==> config.mk <==
export PLATFORM = sky130hd
export DESIGN_NAME = adc_acq_top
export DESIGN_NICKNAME = d
export VERILOG_FILES = /design/src/adc_pkg.sv /design/src/adc_acq_top.sv /design/src/adc_avg_accum.sv /design/src/adc_sample_timer.sv /design/src/adc_sclk_gen.sv /design/src/adc_shift_rx.sv /design/src/adc_spi_fsm.sv
export SDC_FILE = /design/constraint.sdc
export NUM_CORES = 1
export LEC_CHECK = 0
export BUFFER_PORTS_ARGS = -buffer_cell sky130_fd_sc_hd__buf_2
export CORE_AREA = 2 2 170 89
export DETAILED_ROUTE_END_ITERATION = 12
export DIE_AREA = 0 0 172 91
export PLACE_DENSITY = 0.5
export SYNTH_ARGS = -nofsm -noshare
export SYNTH_HDL_FRONTEND = slang
export SYNTH_SLANG_ARGS = --single-unit
==> constraint.sdc <==
create_clock -name clk_50m -period 5.8 [get_ports clk_50m]
set_input_delay 0.58 -clock clk_50m [delete_from_list [all_inputs] [get_ports clk_50m]]
set_output_delay 0.58 -clock clk_50m [all_outputs]
set_load 0.02 [all_outputs]
==> src/adc_pkg.sv <==
/*
 * Shared definitions for the serial ADC acquisition front end.
 * Frame constants, the sample word, the SCLK status bundle, the output
 * bundle and the frame state enum. Modules pull it in by wildcard import.
 */
package adc_pkg;

   localparam int unsigned ADC_BITS    = 10;              // Sample width.
   localparam int unsigned FRAME_SCLKS = 16;              // SCLK cycles per frame.
   localparam int unsigned DATA_FIRST  = 4;               // First rising edge with data.
   localparam int unsigned DATA_LAST   = 13;              // Last rising edge with data.
   localparam int unsigned FRAME_DONE  = FRAME_SCLKS + 1; // Index once the final high half ends.
   localparam int unsigned IDX_W       = 5;               // Width of the edge index.

   typedef logic [ADC_BITS-1:0] adc_sample_t;             // Unsigned ADC sample.
   typedef logic [IDX_W-1:0]    edge_idx_t;               // SCLK cycle number within a frame.

   // SCLK generator status, seen by the FSM and the receiver.
   typedef struct packed {
      logic      rise;                                    // SCLK went high this cycle.
      logic      fall;                                    // SCLK went low this cycle.
      edge_idx_t edge_idx;                                // Falling edges seen so far.
   } sclk_status_t;

   // Raw and averaged sample outputs.
   typedef struct packed {
      logic        valid;                                 // One-cycle strobe.
      adc_sample_t sample;                                // Holds until the next strobe.
   } adc_out_t;

   // Frame sequencing states.
   typedef enum logic [2:0] {
      ST_IDLE  = 3'd0,                                    // CS high, waiting for a tick.
      ST_LEAD  = 3'd1,                                    // Leading zero bits.
      ST_DATA  = 3'd2,                                    // Ten data bits.
      ST_TRAIL = 3'd3,                                    // Trailing zero bits.
      ST_END   = 3'd4                                     // Final high half, then CS up.
   } spi_state_e;

endpackage

==> src/adc_acq_top.sv <==
/*
 * Acquisition front end top level. Sets the timing parameters and wires
 * the sample timer, frame FSM, SCLK generator, receiver and averager.
 */
`timescale 1ns/10ps

module adc_acq_top
   import adc_pkg::*;
#(
   parameter int unsigned SCLK_HALF     = 13,            // Clocks per SCLK half period.
   parameter int unsigned SAMPLE_PERIOD = 1000,          // Clocks between frames.
   parameter int unsigned AVG_LOG2      = 2              // Four samples per average.
) (
   input  logic     clk_50m,
   input  logic     rst_n,
   input  logic     i_enable,                            // Acquisition on.
   input  logic     i_adc_miso,
   output logic     o_adc_cs,
   output logic     o_adc_sclk,
   output adc_out_t o_sample,                            // Every captured sample.
   output adc_out_t o_avg                                // Group averages.
);

   logic         start_tick;                             // Timer to FSM.
   logic         sclk_run;                               // FSM to SCLK generator.
   logic         data_win;                               // FSM to receiver.
   logic         frame_end;                              // FSM to receiver.
   sclk_status_t sclk_status;                            // SCLK generator to FSM and receiver.

   adc_sample_timer #(
      .SAMPLE_PERIOD (SAMPLE_PERIOD)
   ) adc_sample_timer_inst (
      .clk_50m      (clk_50m),
      .rst_n        (rst_n),
      .i_enable     (i_enable),
      .o_start_tick (start_tick)
   );

   adc_spi_fsm adc_spi_fsm_inst (
      .clk_50m      (clk_50m),
      .rst_n        (rst_n),
      .i_start_tick (start_tick),
      .i_sclk       (sclk_status),
      .o_adc_cs     (o_adc_cs),
      .o_sclk_run   (sclk_run),
      .o_data_win   (data_win),
      .o_frame_end  (frame_end)
   );

   adc_sclk_gen #(
      .SCLK_HALF (SCLK_HALF)
   ) adc_sclk_gen_inst (
      .clk_50m    (clk_50m),
      .rst_n      (rst_n),
      .i_sclk_run (sclk_run),
      .o_adc_sclk (o_adc_sclk),
      .o_sclk     (sclk_status)
   );

   adc_shift_rx adc_shift_rx_inst (
      .clk_50m     (clk_50m),
      .rst_n       (rst_n),
      .i_adc_miso  (i_adc_miso),
      .i_sclk      (sclk_status),
      .i_data_win  (data_win),
      .i_frame_end (frame_end),
      .o_sample    (o_sample)
   );

   adc_avg_accum #(
      .AVG_LOG2 (AVG_LOG2)
   ) adc_avg_accum_inst (
      .clk_50m  (clk_50m),
      .rst_n    (rst_n),
      .i_enable (i_enable),
      .i_sample (o_sample),                              // Raw samples feed the averager too.
      .o_avg    (o_avg)
   );

endmodule

==> src/adc_avg_accum.sv <==
/*
 * Group averager. Sums 2^AVG_LOG2 valid samples and delivers the floor
 * average with a one-cycle strobe after the last sample of the group.
 * Dropping enable discards a partial group.
 */
`timescale 1ns/10ps

module adc_avg_accum
   import adc_pkg::*;
#(
   parameter int unsigned AVG_LOG2 = 2                   // Log2 of samples per average.
) (
   input  logic     clk_50m,
   input  logic     rst_n,
   input  logic     i_enable,                            // Low clears the running group.
   input  adc_out_t i_sample,                            // Raw samples.
   output adc_out_t o_avg                                // Floor average and strobe.
);

   localparam int unsigned SUM_W = ADC_BITS + AVG_LOG2;  // Full group sum fits.
   localparam int unsigned CNT_W = AVG_LOG2 + 1;
   localparam int unsigned GROUP = 1 << AVG_LOG2;

   logic [SUM_W-1:0] sum_q;                              // Running sum of the group.
   logic [SUM_W-1:0] sum_next;                           // Sum including this sample.
   logic [CNT_W-1:0] count_q;                            // Samples already summed.
   logic             group_last;                         // This sample closes the group.
   adc_sample_t      avg_q;
   logic             valid_q;

   assign sum_next   = sum_q + SUM_W'(i_sample.sample);
   assign group_last = (count_q == CNT_W'(GROUP - 1));

   always_ff @(posedge clk_50m or negedge rst_n) begin
      if (!rst_n) begin
         sum_q   <= '0;
         count_q <= '0;
         valid_q <= 1'b0;
      end else if (!i_enable) begin
         sum_q   <= '0;                                  // Partial group thrown away.
         count_q <= '0;
         valid_q <= 1'b0;
      end else if (i_sample.valid && group_last) begin
         sum_q   <= '0;
         count_q <= '0;
         valid_q <= 1'b1;
      end else if (i_sample.valid) begin
         sum_q   <= sum_next;
         count_q <= count_q + 1'b1;
         valid_q <= 1'b0;
      end else begin
         valid_q <= 1'b0;
      end
   end

   always_ff @(posedge clk_50m) begin
      if (i_enable && i_sample.valid && group_last)
         avg_q <= ADC_BITS'(sum_next >> AVG_LOG2);       // Shift gives the floor.
   end

   assign o_avg = '{valid: valid_q, sample: avg_q};

endmodule

==> src/adc_sample_timer.sv <==
/*
 * Sample-rate timer. Emits a one-cycle start tick every SAMPLE_PERIOD
 * clocks while enabled; the count restarts whenever enable is low, so the
 * first tick comes one full period after enable rises.
 */
`timescale 1ns/10ps

module adc_sample_timer #(
   parameter int unsigned SAMPLE_PERIOD = 1000           // Clocks between frame starts.
) (
   input  logic clk_50m,
   input  logic rst_n,
   input  logic i_enable,                                // Acquisition enable level.
   output logic o_start_tick                             // One-cycle frame start pulse.
);

   localparam int unsigned CNT_W = $clog2(SAMPLE_PERIOD);

   logic [CNT_W-1:0] period_cnt;                         // Clocks into the current period.

   always_ff @(posedge clk_50m or negedge rst_n) begin
      if (!rst_n) begin
         period_cnt   <= '0;
         o_start_tick <= 1'b0;
      end else if (!i_enable) begin
         period_cnt   <= '0;                             // Hold off until re-enabled.
         o_start_tick <= 1'b0;
      end else if (period_cnt == CNT_W'(SAMPLE_PERIOD - 1)) begin
         period_cnt   <= '0;                             // Wrap and fire.
         o_start_tick <= 1'b1;
      end else begin
         period_cnt   <= period_cnt + 1'b1;
         o_start_tick <= 1'b0;
      end
   end

endmodule

==> src/adc_sclk_gen.sv <==
/*
 * SCLK generator. Divides clk_50m by 2*SCLK_HALF while run is high and
 * reports rise/fall strobes plus the falling edge count. After the 16th
 * rising edge it times one more high half and then flags FRAME_DONE.
 */
`timescale 1ns/10ps

module adc_sclk_gen
   import adc_pkg::*;
#(
   parameter int unsigned SCLK_HALF = 13                 // Clocks per SCLK half period.
) (
   input  logic         clk_50m,
   input  logic         rst_n,
   input  logic         i_sclk_run,                      // Frame in progress.
   output logic         o_adc_sclk,                      // Serial clock to the ADC.
   output sclk_status_t o_sclk                           // Edge strobes and edge index.
);

   localparam int unsigned CNT_W = $clog2(SCLK_HALF);

   logic [CNT_W-1:0] half_cnt;                           // Clocks into the current half.
   logic             half_end;                           // Last clock of a half period.
   logic             frame_done;                         // Final high half already timed.

   assign half_end   = (half_cnt == CNT_W'(SCLK_HALF - 1));
   assign frame_done = (o_sclk.edge_idx == edge_idx_t'(FRAME_DONE));

   always_ff @(posedge clk_50m or negedge rst_n) begin
      if (!rst_n) begin
         half_cnt   <= '0;
         o_adc_sclk <= 1'b1;                             // Idle level is high.
         o_sclk     <= '0;
      end else if (!i_sclk_run) begin
         half_cnt   <= '0;                               // Park high, counters cleared.
         o_adc_sclk <= 1'b1;
         o_sclk     <= '0;
      end else begin
         o_sclk.rise <= 1'b0;
         o_sclk.fall <= 1'b0;
         if (!frame_done) begin
            if (half_end) begin
               half_cnt <= '0;
               if (o_adc_sclk && o_sclk.edge_idx == edge_idx_t'(FRAME_SCLKS)) begin
                  o_sclk.edge_idx <= edge_idx_t'(FRAME_DONE); // No 17th fall, just mark the end.
               end else if (o_adc_sclk) begin
                  o_adc_sclk      <= 1'b0;
                  o_sclk.fall     <= 1'b1;
                  o_sclk.edge_idx <= o_sclk.edge_idx + 1'b1;
               end else begin
                  o_adc_sclk  <= 1'b1;
                  o_sclk.rise <= 1'b1;                   // ADC data is sampled here.
               end
            end else begin
               half_cnt <= half_cnt + 1'b1;
            end
         end
      end
   end

endmodule

==> src/adc_shift_rx.sv <==
/*
 * Serial receiver. Synchronizes MISO, shifts it in MSB first on SCLK
 * rising edges inside the data window and presents the sample with a
 * one-cycle valid strobe the cycle after frame_end.
 */
`timescale 1ns/10ps

module adc_shift_rx
   import adc_pkg::*;
(
   input  logic         clk_50m,
   input  logic         rst_n,
   input  logic         i_adc_miso,                      // Serial data from the ADC.
   input  sclk_status_t i_sclk,                          // Rise strobe marks the sample point.
   input  logic         i_data_win,                      // Data bits only.
   input  logic         i_frame_end,                     // Frame finished, word complete.
   output adc_out_t     o_sample                         // Captured sample and strobe.
);

   logic [1:0]  miso_sync;                               // Two-flop synchronizer.
   adc_sample_t shift_q;                                 // Bits arriving MSB first.
   adc_sample_t sample_q;                                // Last complete sample.
   logic        valid_q;

   always_ff @(posedge clk_50m) begin
      miso_sync <= {miso_sync[0], i_adc_miso};
      if (i_sclk.rise && i_data_win)
         shift_q <= {shift_q[ADC_BITS-2:0], miso_sync[1]}; // Ten rises fill the word.
      if (i_frame_end)
         sample_q <= shift_q;                            // Holds until the next frame.
   end

   always_ff @(posedge clk_50m or negedge rst_n) begin
      if (!rst_n)
         valid_q <= 1'b0;
      else
         valid_q <= i_frame_end;                         // One cycle after frame_end.
   end

   assign o_sample = '{valid: valid_q, sample: sample_q};

endmodule

==> src/adc_spi_fsm.sv <==
/*
 * Frame sequencer. Drops CS on a start tick, runs the SCLK generator,
 * opens the data window around rising edges DATA_FIRST..DATA_LAST and
 * raises CS with a frame_end pulse once the final high half is over.
 */
`timescale 1ns/10ps

module adc_spi_fsm
   import adc_pkg::*;
(
   input  logic         clk_50m,
   input  logic         rst_n,
   input  logic         i_start_tick,                    // Start of a conversion frame.
   input  sclk_status_t i_sclk,                          // Status from the SCLK generator.
   output logic         o_adc_cs,                        // Active-low chip select.
   output logic         o_sclk_run,                      // Lets the SCLK generator run.
   output logic         o_data_win,                      // Data bits are on MISO.
   output logic         o_frame_end                      // One-cycle pulse as CS rises.
);

   spi_state_e state;
   spi_state_e next_state;
   logic       lead_done;                                // Fall before the first data rise.
   logic       data_done;                                // Last data bit captured.
   logic       trail_done;                               // 16th rising edge.
   logic       end_done;                                 // Final high half timed out.

   assign lead_done  = i_sclk.fall && (i_sclk.edge_idx == edge_idx_t'(DATA_FIRST));
   assign data_done  = i_sclk.rise && (i_sclk.edge_idx == edge_idx_t'(DATA_LAST));
   assign trail_done = i_sclk.rise && (i_sclk.edge_idx == edge_idx_t'(FRAME_SCLKS));
   assign end_done   = (i_sclk.edge_idx == edge_idx_t'(FRAME_DONE));

   always_comb begin
      next_state = state;
      case (state)
         ST_IDLE: begin
            if (i_start_tick)
               next_state = ST_LEAD;                     // Ticks elsewhere are ignored.
         end
         ST_LEAD: begin
            if (lead_done)
               next_state = ST_DATA;
         end
         ST_DATA: begin
            if (data_done)
               next_state = ST_TRAIL;
         end
         ST_TRAIL: begin
            if (trail_done)
               next_state = ST_END;
         end
         ST_END: begin
            if (end_done)
               next_state = ST_IDLE;
         end
         default: next_state = ST_IDLE;
      endcase
   end

   always_ff @(posedge clk_50m or negedge rst_n) begin
      if (!rst_n)
         state <= ST_IDLE;
      else
         state <= next_state;
   end

   // CS and frame_end are registered so they change together with the state.
   always_ff @(posedge clk_50m or negedge rst_n) begin
      if (!rst_n) begin
         o_adc_cs    <= 1'b1;
         o_frame_end <= 1'b0;
      end else begin
         o_frame_end <= 1'b0;
         if (state == ST_IDLE && i_start_tick) begin
            o_adc_cs <= 1'b0;                            // Frame begins.
         end else if (state == ST_END && end_done) begin
            o_adc_cs    <= 1'b1;                         // Release the ADC.
            o_frame_end <= 1'b1;
         end
      end
   end

   assign o_sclk_run = (state != ST_IDLE);               // Drops as the FSM returns to idle.
   assign o_data_win = (state == ST_DATA);

endmodule

==> results of run 1 <==
## cell type report
cell class / count / share of cell area
well taps: 198 / 0.06004
clock inverters: 6 / 0.01304
inverters: 11 / 0.01001
clock buffers: 10 / 0.05549
flip-flops and latches: 77 / 0.5015
multi-input cells: 196 / 0.3217
repair buffers: 30 / 0.03820
## placed cells by master, fill, tap and decap left out, drive strengths merged, types with 3 or more instances in the layout
cell type / n
a211oi: 4
a21o: 5
a21oi: 17
a22o: 7
a31oi: 3
and2: 4
and3: 5
buf: 30
clkbuf: 10
clkinv: 4
dfrtp: 43
edfxtp: 30
ha: 17
inv: 11
nand2: 15
nand2b: 3
nand3: 10
nand4: 4
nor2: 32
nor3: 7
nor3b: 3
o21ai: 10
o21bai: 3
xnor2: 9
xor2: 7
## power groups by stage
stage | combinational, uW | sequential [uW] | clock [uW]
2_1_floorplan | 12.1 | 580 | 0
3_3_place_gp | 23.0 | 582 | 0
3_5_place_dp | 23.5 | 582 | 0
4_1_cts | 23.5 | 571 | 552
5_1_grt | 26.7 | 572 | 579
6_report | 22.5 | 571 | 535
## state kept, by name, indices dropped and copies added, names as in the netlist
signal                              count
adc_sclk_gen_inst.half_cnt              4
adc_sclk_gen_inst.o_adc_sclk            1
adc_spi_fsm_inst.o_frame_end            1
adc_shift_rx_inst.sample_q             10
adc_avg_accum_inst.sum_q               12
adc_sclk_gen_inst.o_sclk                7
adc_sample_timer_inst.o_start_tick      1
adc_avg_accum_inst.valid_q              1
adc_sample_timer_inst.period_cnt       10
adc_shift_rx_inst.valid_q               1
adc_avg_accum_inst.avg_q               10
adc_spi_fsm_inst.o_adc_cs               1
adc_avg_accum_inst.count_q              3
adc_shift_rx_inst.miso_sync             2
adc_shift_rx_inst.shift_q              10
adc_spi_fsm_inst.state                  3
## cell families after synthesis
| kind of cell | Yosys count | share of synthesized area |
|---|---|---|
| simple gates | 97 | 0.1434 |
| flops | 77 | 0.5960 |
| compound gates | 63 | 0.1243 |
| buf+inv | 19 | 0.02306 |
| fa+ha+maj | 18 | 0.06703 |
| xor+xnor | 16 | 0.04036 |
| mux | 2 | 0.005766 |
## routing by layer
metal	share of wire	global-route usage	up-vias
li1	-	-	1131
met1	0.55	0.1437	1065
met2	0.40	0.1285	46
met3	0.052	0.04272	6
met4	0.0052	0.02381	0
met5	0	0	-
## worst paths after layout
check,start,end,slack [ns],cells after the start
hold reg to reg,adc_shift_rx_inst.miso_sync[0]$_DFF_P_,adc_shift_rx_inst.miso_sync[1]$_DFF_P_,0.33,0
max in group asynchronous,rst_n,adc_avg_accum_inst.sum_q[1]$_DFFE_PN0P_,5.03,2
min in group asynchronous,rst_n,adc_sclk_gen_inst.o_sclk[0]$_DFFE_PN0P_,0.35,2
setup reg to reg,adc_shift_rx_inst.sample_q[0]$_DFFE_PP_,adc_avg_accum_inst.avg_q[6]$_DFFE_PP_,3.45,7
hold / removal,adc_shift_rx_inst.miso_sync[0]$_DFF_P_,adc_shift_rx_inst.miso_sync[1]$_DFF_P_,0.33,0
setup / recovery,adc_shift_rx_inst.sample_q[0]$_DFFE_PP_,adc_avg_accum_inst.avg_q[6]$_DFFE_PP_,3.45,7
## metrics by stage
stage,instances,setup WS [ns]
global placement,512,3.439
finish,528,3.449
floorplan,292,3.475
global route,528,3.337
CTS,528,3.444
detailed placement,512,3.452
==> impl_metrics.toml, run 1 <==
[run_status]
status = "completed"

[power]
power.leakage_uw = 0.001737
clkPwrFrac = 0.474
internal_power_uw = 901.4
p_switching_uw = 227.2
power_uw = 1129
combinationalPowerShare = 0.020
vdd_ir_drop_max_v = 0.0001418
power.density_mw_per_mm2 = 273.5
p_sw_frac = 0.2013
seqPwrFrac = 0.506

[sta]
finalCritPeriodShare = 0.4053
finalSetupViolCount = 0
period_needed_ns = 2.351
rsz0062_at_grt = "no"
finalHoldViolations = 0
clock.fmax_mhz = 425.4
max_slew_margin = 0.3369
hold_ws_ns = 0.3270
worst_slew_pin_slew_ns = 0.9910
slew_violations = 0
timing.setup.tns_ns = 0
fin_worst_skew_ns = 0.004812

[global_route]
grt_overflow = 0
first_global_vias = 2224
grt_pass1_wl_um = 11650
antenna_found_initial = 0
grt.total_usage = 0.09761
grt_max_degree = 46

[floorplanning]
ios = 28
core-area_sq_mm = 0.01412
die_x_um = 172
die_area_sq_mm = 0.01565
start_util = 0.2459
dieHeight_um = 91
fp-row-count = 31

[synthesis]
yosys_warnings = 0
ys_top_cells_by_count = "43 x dfrtp_1, 32 x nor2_1, 30 x edfxtp_1"
synth-edff-count = 30
synth_area_sq_mm = 0.003472
synth_nets = 314
synth.distinct_cells = 53
netlist_instances = 292
synth_top_flop_cell = "dfrtp_1"
syn-mean-instance-area_sq_um = 11.89
synthArstFlopShare = 0.5844
synth_top_cell_by_area = "dfrtp_1"
yosys.area.top_type_share = 0.3099
yosys.cell_count.top_type = "dfrtp_1"
synth_top_cells_by_area = "dfrtp_1 31%, edfxtp_1 26%, ha_1 6.1%"
ys_ff_latch = 77
ys_seq_area_frac = 0.5960

[finish]
antennaDiodeCount = 0
multi_input_area_sq_mm = 0.001328
nNetsFinal = 347
drive_above_1_share = 0.1636
final_cell_area_sq_mm = 0.004126
regArea_sq_mm = 0.002069
fillers = 1471
syn_to_final_growth_pct = 18.85
final_util = 0.2923

[routing]
vias = 2248
vias_per_cell = 4.258
drt_iter0_drc = 100
routedWlPerCell_um = 12.99
drc_errors = 0
first_pass_iters = 4
drt_wl_total_um = 6860
ant_nets = 0

[cts]
cts.clk_slew.worst_paths_ns = 0.06
cts_resized = 0
clk_path_buf_depth = 2
cts_sinks = 77
cts-buffers-inserted = 9
htreeDepth = 3
cts_tree = "yes"
ctsHoldBuffers = 0
insertion_delay_ns = 0.33
root_buffer = "clkbuf_16"
post_cts_buffers = 0

[critical_path]
path_buf_inv = 0
cp-start-kind = "flop"
worstPathCellList = "ha_1, fa_1, a21o_1, a311oi_1, o21ai_0, a21o_1, and2_1"
crit_path_top_delay_cell = "fa_1"
end_kind = "flop"
slowest_delay_ns = 0.42
timing.critical_path.max_delay_family = "compound AO/OA/AOI/OAI gates"
required_ns = 5.89
worst-setup-path-type = "reg -> reg"
cp_data_arrival_time_ns = 2.44
critPathMaxFanout = 3
cp_common_cell = "a21o_1"

[hold_path]
holdCritPathClass = "reg -> reg"

[place]
hpwl_um = 4915
gp_congestion = 0.7951
io_buffers = 27
postPlaceCellArea_sq_mm = 0.003844

[flow_run]
maxCapViolCount = 0
Note: power is estimated with default switching activity, not from simulation.
==> run 2: changes to the inputs <==
--- a/config.mk
+++ b/config.mk
@@ -9,7 +9,7 @@
 export CORE_AREA = 2 2 170 89
 export DETAILED_ROUTE_END_ITERATION = 12
 export DIE_AREA = 0 0 172 91
-export PLACE_DENSITY = 0.5
+export PLACE_DENSITY = 0.51
 export SYNTH_ARGS = -nofsm -noshare
 export SYNTH_HDL_FRONTEND = slang
 export SYNTH_SLANG_ARGS = --single-unit
==> constraint.sdc (replaced) <==
create_clock -name clk_50m -period 1.95 [get_ports clk_50m]
set_input_delay 0.195 -clock clk_50m [delete_from_list [all_inputs] [get_ports clk_50m]]
set_output_delay 0.195 -clock clk_50m [all_outputs]
set_load 0.02 [all_outputs]
==> impl_metrics.toml, run 2 (synthesized netlist as in run 1, its figures left out) <==
[global_route]
grt_max_degree = 28
grt_overflow = 0
grt.total_usage = 0.1030
grt_pass1_wl_um = 12190
antenna_found_initial = 0
first_global_vias = 2256

[routing]
routed.top_layer = "met4"
drt-met1-wl_um = 4111
vias = 2362
vias_per_cell = 4.287
routedWlPerCell_um = 13.48
drt_iter0_drc = 147
wl_met2_um = 2860
drt_wl_total_um = 7429
met3_length_um = 380
first_pass_iters = 4
drc_errors = 0
ant_nets = 0

[floorplanning]
fp-row-count = 31
ios = 28
die_x_um = 172
dieHeight_um = 91
die_area_sq_mm = 0.01565
start_util = 0.2459
core-area_sq_mm = 0.01412

[sta]
worst_slew_pin_slew_ns = 0.4572
finalHoldViolations = 0
slew_violations = 0
period_needed_ns = 2.118
finalCritPeriodShare = 1.086
max_slew_margin = 0.6952
clock.fmax_mhz = 472.2
fin_worst_skew_ns = 0.005700
setup_slack_ns = -0.1675
finalSetupViolCount = 6
rsz0062_at_grt = "yes"

[power]
combinationalPowerShare = 0.022
seqPwrFrac = 0.477
p_switching_uw = 730.6
power.leakage_uw = 0.001878
power.density_mw_per_mm2 = 802.6
p_sw_frac = 0.2054
clkPwrFrac = 0.501
power_uw = 3558
vdd_ir_drop_max_v = 0.0002974
internal_power_uw = 2827

[finish]
final_common_cell = "dfrtp_1"
syn_to_final_growth_pct = 27.68
largest_register_ffs = 12
final_cell_area_sq_mm = 0.004433
nNetsFinal = 370
top_register = "adc_avg_accum_inst.sum_q"
drive_above_1_share = 0.2691
antennaDiodeCount = 0
final_cell_mix = "42 x dfrtp_1, 31 x nor2_1, 30 x edfxtp_1, 27 x buf_2, 24 x buf_4"

[place]
gp_congestion = 0.7723
hpwl_um = 5398
io_buffers = 27
postPlaceCellArea_sq_mm = 0.004009

[flow_run]
maxCapViolCount = 0

[critical_path]
worstPathCellList = "ha_2, fa_2, a21o_1, a311oi_2, o21ai_1, a21o_1, and2_1"
path_buf_inv = 0
slowest_delay_ns = 0.40
crit_path_top_delay_cell = "edfxtp_1"
cp-start-kind = "flop"
end_kind = "flop"
worst-setup-path-type = "reg -> reg"
cp_common_cell = "a21o_1"
critPathMaxFanout = 3
required_ns = 2.04
timing.critical_path.max_delay_family = "compound AO/OA/AOI/OAI gates"
cp_data_arrival_time_ns = 2.21

[cts]
cts-buffers-inserted = 9
cts_tree = "yes"
cts_sinks = 77
root_buffer = "clkbuf_16"
cts.clk_slew.worst_paths_ns = 0.06
clk_path_buf_depth = 2
insertion_delay_ns = 0.33
htreeDepth = 3

[run_status]
status = "finished with violations"
failed_checks = "setup timing"

[hold_path]
holdCritPathClass = "in -> async"
[run 2: changes by cell type in the layout (fill, tap and decap cells not counted), sizes merged]
| cell | change |
|---|---|
| buf | +21 |
| bufinv | +1 |
| clkbuf | -1 |
| clkinv | -1 |
| dlygate4sd3 | +2 |
| inv | +1 |
[run 2: area by class of cell]
class | instances | area, sq um
clock buffer | 9 | 225.2
clock inverter | 7 | 88.84
fill | 1461 | 9686
inverter | 11 | 41.29
multi-input combinational | 196 | 1424
sequential | 77 | 2071
tap | 198 | 247.7
timing repair buffer | 53 | 335.3
[run 2: worst register-to-register path, cell delays in order (launching register included)]
cell and delay (ns):
edfxtp_1 0.40, ha_2 0.20, fa_2 0.36, a21o_1 0.23, a311oi_2 0.24, o21ai_1 0.12, a21o_1 0.19, and2_1 0.15
[run 2: power by group through the flow]
stage | Sequential (uW) | Combinational, uW | Clock, uW
after floorplan | 1730 | 35.9 | 0
after global placement | 1730 | 77.9 | 0
after detailed placement | 1730 | 79.7 | 0
after CTS | 1700 | 82.6 | 1830
after global routing | 1700 | 92.3 | 1900
final | 1700 | 79.2 | 1780
[run 2: path summary, 6_finish.rpt]
path,slack [ns],cells past startpoint,end,from
worst max register to register,-0.17,7,adc_avg_accum_inst.avg_q[6]$_DFFE_PP_,adc_shift_rx_inst.sample_q[0]$_DFFE_PP_
max in group asynchronous,1.14,3,adc_avg_accum_inst.count_q[2]$_DFFE_PN0P_,rst_n
worst max-delay path,-0.17,7,adc_avg_accum_inst.avg_q[6]$_DFFE_PP_,adc_shift_rx_inst.sample_q[0]$_DFFE_PP_
worst min-delay path,0.21,2,adc_sample_timer_inst.period_cnt[5]$_DFF_PN0_,rst_n
min in group clk_50m,0.23,2,adc_avg_accum_inst.count_q[2]$_DFFE_PN0P_,i_enable
worst min register to register,0.36,0,adc_shift_rx_inst.miso_sync[1]$_DFF_P_,adc_shift_rx_inst.miso_sync[0]$_DFF_P_
[run 2: per-stage QoR]
stage	hold WS, ns	TNS [ns]	util	setup WS [ns]	cells
floorplan	-0.1006	-0.5907	-	-0.1749	292
global placement	0.02240	-0.3112	0.2839	-0.1401	529
detailed placement	0.02530	-0.4779	0.2839	-0.1631	529
CTS	0.2062	-0.4934	0.3104	-0.1680	550
global route	0.2082	-1.243	0.3140	-0.2539	551
finish	0.2095	-0.5295	0.3140	-0.1675	551
[run 2: repair_timing]
action,CTS,global route
endpoints found under the setup margin,7,14
hold buffers,2,0
pin swaps,4,5
hold endpoints to repair,17,0
cloned,0,0
resized for setup,4,10
buffers inserted,3,1
[run 2: per-layer routing]
metal	vias up	global-route usage
met5	-	0
met4	0	0.03361
met3	10	0.03575
met2	37	0.1319
met1	1137	0.1572
li1	1178	-
